--- src/bankMemPkg.sv ---
package bankMemPkg;

    localparam int NumBanks    = 4;       // Bank chosen by address bits 2:1
    localparam int MemWords    = 32768;   // Whole memory, split evenly over the banks
    localparam int MemAddrBits = 16;

    // Accepting edge to data on memRdData
    localparam int ReadLatency = 2;

endpackage

--- src/cachePkg.sv ---
package cachePkg;

    // Address split is tag | index | byte offset
    localparam int TagBits      = 5;    // Addr[15:11]
    localparam int IndexBits    = 8;    // Addr[10:3], 256 sets
    localparam int OffsetBits   = 3;    // Byte offset within a line
    localparam int WordsPerLine = 4;

    // Miss handling steps of the controller
    typedef enum logic [2:0] {
        WaitReq    = 3'd0,
        Read       = 3'd1,  // Issue fill read to one bank
        ReadC1     = 3'd2,
        Allocate   = 3'd3,  // Fill word lands in the victim way
        Write      = 3'd4,  // Write-through to memory
        CompareTag = 3'd5
    } ctrlState_e;

endpackage

--- src/cacheWayIf.sv ---
interface cacheWayIf;
    import cachePkg::*;

    // Request side
    logic [TagBits-1:0]    tag;
    logic [IndexBits-1:0]  index;
    logic [OffsetBits-1:0] offset;
    logic [15:0]           wrData;
    logic                  comp;      // Compare mode, store only on a valid hit
    logic                  write;
    logic                  validIn;

    // Lookup results, same cycle
    logic [15:0]           dataOut;
    logic                  hit;       // Tag equal, valid not included
    logic                  valid;

    modport ctrl (
        output tag,
        output index,
        output offset,
        output wrData,
        output comp,
        output write,
        output validIn,
        input  dataOut,
        input  hit,
        input  valid
    );

    modport way (
        input  tag,
        input  index,
        input  offset,
        input  wrData,
        input  comp,
        input  write,
        input  validIn,
        output dataOut,
        output hit,
        output valid
    );

endinterface

--- src/cacheCtrl.sv ---
module cacheCtrl (
    input  logic                               clk,
    input  logic                               rstN,
    input  logic [15:0]                        Addr,
    input  logic [15:0]                        DataIn,
    input  logic                               Rd,
    input  logic                               Wr,
    output logic [15:0]                        DataOut,
    output logic                               Done,
    output logic                               Stall,
    output logic                               CacheHit,
    cacheWayIf.ctrl                            way0,
    cacheWayIf.ctrl                            way1,
    output logic [bankMemPkg::MemAddrBits-1:0] memAddr,
    output logic [15:0]                        memWrData,
    output logic                               memRd,
    output logic                               memWr,
    input  logic [15:0]                        memRdData,
    input  logic [bankMemPkg::NumBanks-1:0]    bankBusy
);
    import cachePkg::*;
    import bankMemPkg::*;

    localparam int FillBits = $clog2(WordsPerLine);

    ctrlState_e          state;
    ctrlState_e          stateNext;
    logic [FillBits-1:0] fillBank;      // Next bank to fetch
    logic [FillBits-1:0] prevBank;
    logic                readFetched;   // Line came from memory in this request
    logic                victim;
    logic                fillWay;
    logic                fillChoice;
    logic                hit0;
    logic                hit1;
    logic                hitAny;
    logic                reqBusy;
    logic                fillBusy;
    logic                isCmp;
    logic                isAlloc;
    logic                wr0;
    logic                wr1;

    assign hit0   = way0.hit & way0.valid;
    assign hit1   = way1.hit & way1.valid;
    assign hitAny = hit0 | hit1;

    assign reqBusy  = bankBusy[Addr[2:1]];
    assign fillBusy = bankBusy[fillBank];
    assign isCmp    = (state == CompareTag);
    assign isAlloc  = (state == Allocate);
    assign prevBank = fillBank - 1'b1;  // Counter already moved on in ReadC1

    // Invalid way first, victim bit only when both are valid
    assign fillChoice = !way0.valid ? 1'b0 : (!way1.valid ? 1'b1 : victim);

    always_comb begin
        stateNext = state;
        unique case (state)
            WaitReq:    if ((Rd || Wr) && !Done) stateNext = CompareTag;
            CompareTag: begin
                if (Wr) begin
                    stateNext = Write;
                end else if (Rd && !hitAny) begin
                    stateNext = Read;
                end else begin
                    stateNext = WaitReq;
                end
            end
            Read:       if (!fillBusy) stateNext = ReadC1;
            ReadC1:     stateNext = Allocate;
            Allocate:   stateNext = (fillBank == '0) ? CompareTag : Read;
            Write:      if (!reqBusy) stateNext = WaitReq;
            default:    stateNext = WaitReq;
        endcase
    end

    always_ff @(posedge clk or negedge rstN) begin
        if (!rstN) begin
            state       <= WaitReq;
            fillBank    <= '0;
            readFetched <= 1'b0;
            victim      <= 1'b0;
            fillWay     <= 1'b0;
            Done        <= 1'b0;
        end else begin
            state <= stateNext;
            Done  <= (isCmp && Rd && !Wr && hitAny) || (state == Write && !reqBusy);
            if (state == ReadC1) begin
                fillBank <= fillBank + 1'b1;
            end
            if (isAlloc && fillBank == '0) begin
                readFetched <= 1'b1;
            end else if (state == WaitReq) begin
                readFetched <= 1'b0;
            end
            // Toggles on compare reads and any cache write
            victim <= victim ^ ((isCmp && Rd) || wr0 || wr1);
            if (isCmp && Rd && !Wr && !hitAny) begin
                fillWay <= fillChoice;
            end
        end
    end

    // Write hits store in compare mode, fills go to the latched way
    assign wr0 = (isAlloc && !fillWay) || (isCmp && Wr);
    assign wr1 = (isAlloc && fillWay) || (isCmp && Wr);

    assign way0.tag     = Addr[15 -: TagBits];
    assign way0.index   = Addr[OffsetBits +: IndexBits];
    assign way0.offset  = isAlloc ? {prevBank, 1'b0} : Addr[OffsetBits-1:0];
    assign way0.wrData  = isCmp ? DataIn : memRdData;
    assign way0.comp    = isCmp;
    assign way0.write   = wr0;
    assign way0.validIn = isAlloc && !fillWay;

    assign way1.tag     = Addr[15 -: TagBits];
    assign way1.index   = Addr[OffsetBits +: IndexBits];
    assign way1.offset  = isAlloc ? {prevBank, 1'b0} : Addr[OffsetBits-1:0];
    assign way1.wrData  = isCmp ? DataIn : memRdData;
    assign way1.comp    = isCmp;
    assign way1.write   = wr1;
    assign way1.validIn = isAlloc && fillWay;

    assign memRd     = (state == Read) && !fillBusy;
    assign memWr     = (state == Write) && !reqBusy;
    assign memAddr   = (state == Write) ? Addr : {Addr[15:3], fillBank, 1'b0};
    assign memWrData = DataIn;

    assign DataOut  = hit1 ? way1.dataOut : way0.dataOut;
    assign Stall    = (state != WaitReq) || Done;   // Also blocks the held request
    assign CacheHit = Done && Rd && hitAny && !readFetched;

    rdWrExclusive: assert property (@(posedge clk) disable iff (!rstN)
        !(memRd && memWr))
        else $error("memRd and memWr together");

    doneInIdle: assert property (@(posedge clk) disable iff (!rstN)
        Done |-> state == WaitReq)
        else $error("Done outside WaitReq");

    legalState: assert property (@(posedge clk) disable iff (!rstN)
        state inside {WaitReq, CompareTag, Read, ReadC1, Allocate, Write})
        else $error("illegal state %0d", state);

endmodule

--- src/flat_wrapper.sv ---
// flat-port wrapper written by rule: the top's interface ports become plain ports
module cacheCtrl_flat import cachePkg::*; import bankMemPkg::*;
  (clk, rstN, Addr, DataIn, Rd, Wr, DataOut, Done, Stall, CacheHit, memAddr, memWrData, memRd, memWr, memRdData, bankBusy, way0_tag, way0_index, way0_offset, way0_wrData, way0_comp, way0_write, way0_validIn, way0_dataOut, way0_hit, way0_valid, way1_tag, way1_index, way1_offset, way1_wrData, way1_comp, way1_write, way1_validIn, way1_dataOut, way1_hit, way1_valid);
  cacheWayIf way0_i ();
  cacheWayIf way1_i ();
  input  logic clk;
  input  logic rstN;
  input  logic [15:0] Addr;
  input  logic [15:0] DataIn;
  input  logic Rd;
  input  logic Wr;
  output logic [15:0] DataOut;
  output logic Done;
  output logic Stall;
  output logic CacheHit;
  output logic [bankMemPkg::MemAddrBits-1:0] memAddr;
  output logic [15:0] memWrData;
  output logic memRd;
  output logic memWr;
  input  logic [15:0] memRdData;
  input  logic [bankMemPkg::NumBanks-1:0] bankBusy;
  output wire logic [$bits(way0_i.tag)-1:0] way0_tag;
  output wire logic [$bits(way0_i.index)-1:0] way0_index;
  output wire logic [$bits(way0_i.offset)-1:0] way0_offset;
  output wire logic [$bits(way0_i.wrData)-1:0] way0_wrData;
  output wire logic [$bits(way0_i.comp)-1:0] way0_comp;
  output wire logic [$bits(way0_i.write)-1:0] way0_write;
  output wire logic [$bits(way0_i.validIn)-1:0] way0_validIn;
  input wire logic [$bits(way0_i.dataOut)-1:0] way0_dataOut;
  input wire logic [$bits(way0_i.hit)-1:0] way0_hit;
  input wire logic [$bits(way0_i.valid)-1:0] way0_valid;
  output wire logic [$bits(way1_i.tag)-1:0] way1_tag;
  output wire logic [$bits(way1_i.index)-1:0] way1_index;
  output wire logic [$bits(way1_i.offset)-1:0] way1_offset;
  output wire logic [$bits(way1_i.wrData)-1:0] way1_wrData;
  output wire logic [$bits(way1_i.comp)-1:0] way1_comp;
  output wire logic [$bits(way1_i.write)-1:0] way1_write;
  output wire logic [$bits(way1_i.validIn)-1:0] way1_validIn;
  input wire logic [$bits(way1_i.dataOut)-1:0] way1_dataOut;
  input wire logic [$bits(way1_i.hit)-1:0] way1_hit;
  input wire logic [$bits(way1_i.valid)-1:0] way1_valid;
  assign way0_tag = way0_i.tag;
  assign way0_index = way0_i.index;
  assign way0_offset = way0_i.offset;
  assign way0_wrData = way0_i.wrData;
  assign way0_comp = way0_i.comp;
  assign way0_write = way0_i.write;
  assign way0_validIn = way0_i.validIn;
  assign way0_i.dataOut = way0_dataOut;
  assign way0_i.hit = way0_hit;
  assign way0_i.valid = way0_valid;
  assign way1_tag = way1_i.tag;
  assign way1_index = way1_i.index;
  assign way1_offset = way1_i.offset;
  assign way1_wrData = way1_i.wrData;
  assign way1_comp = way1_i.comp;
  assign way1_write = way1_i.write;
  assign way1_validIn = way1_i.validIn;
  assign way1_i.dataOut = way1_dataOut;
  assign way1_i.hit = way1_hit;
  assign way1_i.valid = way1_valid;
  cacheCtrl u_core (.clk(clk), .rstN(rstN), .Addr(Addr), .DataIn(DataIn), .Rd(Rd), .Wr(Wr), .DataOut(DataOut), .Done(Done), .Stall(Stall), .CacheHit(CacheHit), .way0(way0_i), .way1(way1_i), .memAddr(memAddr), .memWrData(memWrData), .memRd(memRd), .memWr(memWr), .memRdData(memRdData), .bankBusy(bankBusy));
endmodule
--- config.mk ---
export PLATFORM = sky130hd
export DESIGN_NAME = cacheCtrl_flat
export DESIGN_NICKNAME = d
export VERILOG_FILES = /design/src/bankMemPkg.sv /design/src/cachePkg.sv /design/src/cacheWayIf.sv /design/src/cacheCtrl.sv /design/src/flat_wrapper.sv
export SDC_FILE = /design/constraint.sdc
export NUM_CORES = 1
export LEC_CHECK = 0
export ABC_AREA = 0
export BUFFER_PORTS_ARGS = -buffer_cell sky130_fd_sc_hd__buf_2
export CORE_AREA = 2 2 83 85
export CTS_BUF_LIST = sky130_fd_sc_hd__clkbuf_8 sky130_fd_sc_hd__clkbuf_16
export DETAILED_ROUTE_END_ITERATION = 12
export DIE_AREA = 0 0 85 87
export GPL_TIMING_DRIVEN = 0
export PLACE_DENSITY = 0.67
export SYNTH_ARGS = -nofsm -noshare
export SYNTH_HDL_FRONTEND = slang
export SYNTH_SLANG_ARGS = --single-unit
--- constraint.sdc ---
create_clock -name clk -period 2.7 [get_ports clk]
set_input_delay 0.135 -clock clk [delete_from_list [all_inputs] [get_ports clk]]
set_output_delay 0.135 -clock clk [all_outputs]
set_load 0.05 [all_outputs]
==> results.toml <==
[outcome]
status = "complete, no violations"

[floorplanning]
die_h_microns = 87
initial_utilization_pct = 24.95
die_area_sq_um = 7395
rows = 30
fp.dieW_microns = 85
core_sq_um = 6569
pin_count = 215

[timing]
worst_clock_skew_ps = 4.630
holdWs_ps = 175.4
totalNegativeSetupSlack_ps = 0
maxSlewHeadroom_pct = 72.60
min_period_ps = 1937
hold_viol = 0
timing.fmax_ghz = 0.5162
setup_viol = 0
setup_ws_ps = 762.6
slew_violations = 0
tightest_slew_ps = 409.2
rsz0062_at_grt = "false"
period_share_pct = 71.76

[synthesis]
syn_area_sq_um = 1639
synth_edf_count = 0
yosys.cell_types.count = 37
synthArstFlopShare_pct = 100.0
netlist_instances = 217
ys.flop_type = "dfrtp_1"
syn_avg_cell_area_sq_um = 7.553
synth_area_leaders = "buf_4 (35%), dfrtp_1 (14%), nand2_1 (14%), mux2_2 (11%), o21ai_0 (3.1%)"
seq_area_frac_synth_pct = 13.74
yosysTopAreaCellShare_pct = 34.81
yosysMostFrequentCell = "buf_4"
synthTopCellsByCount = "buf_4 (76), nand2_1 (59), mux2_2 (16)"
postSynthNetCount = 310
synth.largest_area_cell = "buf_4"
ys_seq_elements = 9
ys_warn_count = 0

[route]
viasPerCell = 4.083
ant_nets = 0
drc = 0
wl_microns = 5745
vias = 2054
first_pass_iters = 4
wl_per_cell_microns = 11.42
drt-initial-drc-count = 20

[grt]
grt_overflow = 0
antenna_found_initial = 0
grt_pass1_wl_microns = 8121
grt_usage_pct = 13.45
grt_start_max_net_pins = 12
grt_pass1_vias = 1831

[pwr]
power_leakage_nw = 1.762
power_density_nw_per_um2 = 1021
ir_worst_vdd_uv = 735.8
p_total_mw = 2.858

[worst_setup_path]
cp-start-kind = "flop"
path_delay_family = "buffers and inverters"
max_stage_delay_ps = 360
path_cells = "buf_6, nand3b_4, inv_2, buf_2, nand2_1, nand2_1, buf_4, buf_2"
worst-path-buf-inv = 5
arrival_ps = 1800
end_kind = "primary output"
crit_slowest_cell = "dfrtp_1"
path_class = "reg -> out"
critical_path_required_ps = 2570
cp_max_fo = 11

[finish]
nets = 517
final_core_util_pct = 42.63
drive_gt1_share_pct = 73.76
n_antenna_cell = 0
fin_cells = 503
register_area_sq_um = 225.2
area_growth_pct = 70.84
num-fill-cells = 680
final_area_sq_um = 2800
multi_input_comb_area_sq_um = 775.7

[clock_network]
path_clk_slew_ps = 50
cts_tree = "built"
cts_buffer_depth = 2
numCtsBuffers = 3
cts_root_buffer = "clkbuf_8"
clock-sinks = 9
clock_latency_ps = 240
cts_max_level = 1

[placed_design]
dp_hpwl_microns = 5122
post-place-ws_ps = 984.9
dp.cells = 498
port_buffers = 201
place_area_sq_um = 2745
gp_congestion = 0.7715

[min_path]
hold_class = "in -> reg"

[job]
maxCapViolCount = 0
## tightest hold or removal path: stages
cell and delay [ps]:
buf_2 110, o21ai_0 70, mux2i_1 60
## flip-flops by register name, summed over array words and instances, names as in the netlist
signal	count
u_core.Done	1
u_core.fillBank	2
u_core.fillWay	1
u_core.readFetched	1
u_core.state	3
u_core.victim	1
## final timing paths
path | start | end | slack, ps | cells after the start
max in group asynchronous | rstN | u_core.state[2] | 2240 | 2
setup / recovery | u_core.state[1] | way1_wrData[11] | 760 | 8
hold reg to reg | u_core.victim | u_core.victim | 470 | 1
setup reg to reg | u_core.state[1] | u_core.fillWay | 1350 | 6
hold / removal | way0_valid | u_core.fillWay | 180 | 3
min in group asynchronous | rstN | u_core.state[0] | 280 | 2
## routing by layer
metal  share of wire, %  global-route usage [%]
met1                 36                   14.23
met3                 11                   2.749
met2                 53                   27.41
met4               0.47                   2.165
met5                  0                       0
## repair_timing
| item | CTS | global route |
|---|---|---|
| setup buffers | 0 | 0 |
| hold endpoints to repair | 9 | 0 |
| hold buffers | 1 | 0 |
| gates resized for setup | 0 | 0 |
## cell usage in the layout, fill, tap and decap left out, types with 2 or more instances in the layout
cell        n
nand3b_4    2
inv_1       5
nand2_1    59
nand2b_1    3
mux4_2      2
clkbuf_8    3
buf_4      76
o21ai_0    10
and2_1      2
nor2_1      4
mux2_2     16
dfrtp_1     9
buf_6       3
buf_2     204
## kinds of logic (layout without fill, tap and decap cells)
group,Yosys count,after routing,synth area share (%)
flops,9,9,13.74
simple gates,80,80,23.82
compound gates,18,18,6.642
buf+inv,87,293,38.93
mux,20,20,15.04
xor+xnor,2,2,1.069
fa+ha+maj,1,1,0.7632
## where the power goes
part / switching (mW) / internal [mW] / total (mW) / leakage, nW
Combinational: 1.74 / 0.714 / 2.45 / 1.62
Clock: 0.0560 / 0.0992 / 0.155 / 0.0269
Sequential: 0.0574 / 0.195 / 0.252 / 0.111
Total: 1.85 / 1.01 / 2.86 / 1.76
## area by class of cell
cell class	instances	area share, %
Clock buffer	3	1.475
Clock inverter	1	0.1340
Multi-Input combinational cell	121	27.70
Sequential cell	9	8.043
Timing Repair Buffer	202	36.28
Inverter	5	0.6702
Buffer	82	22.12
Tap cell	80	3.575
(Power assumes the default switching activity.)
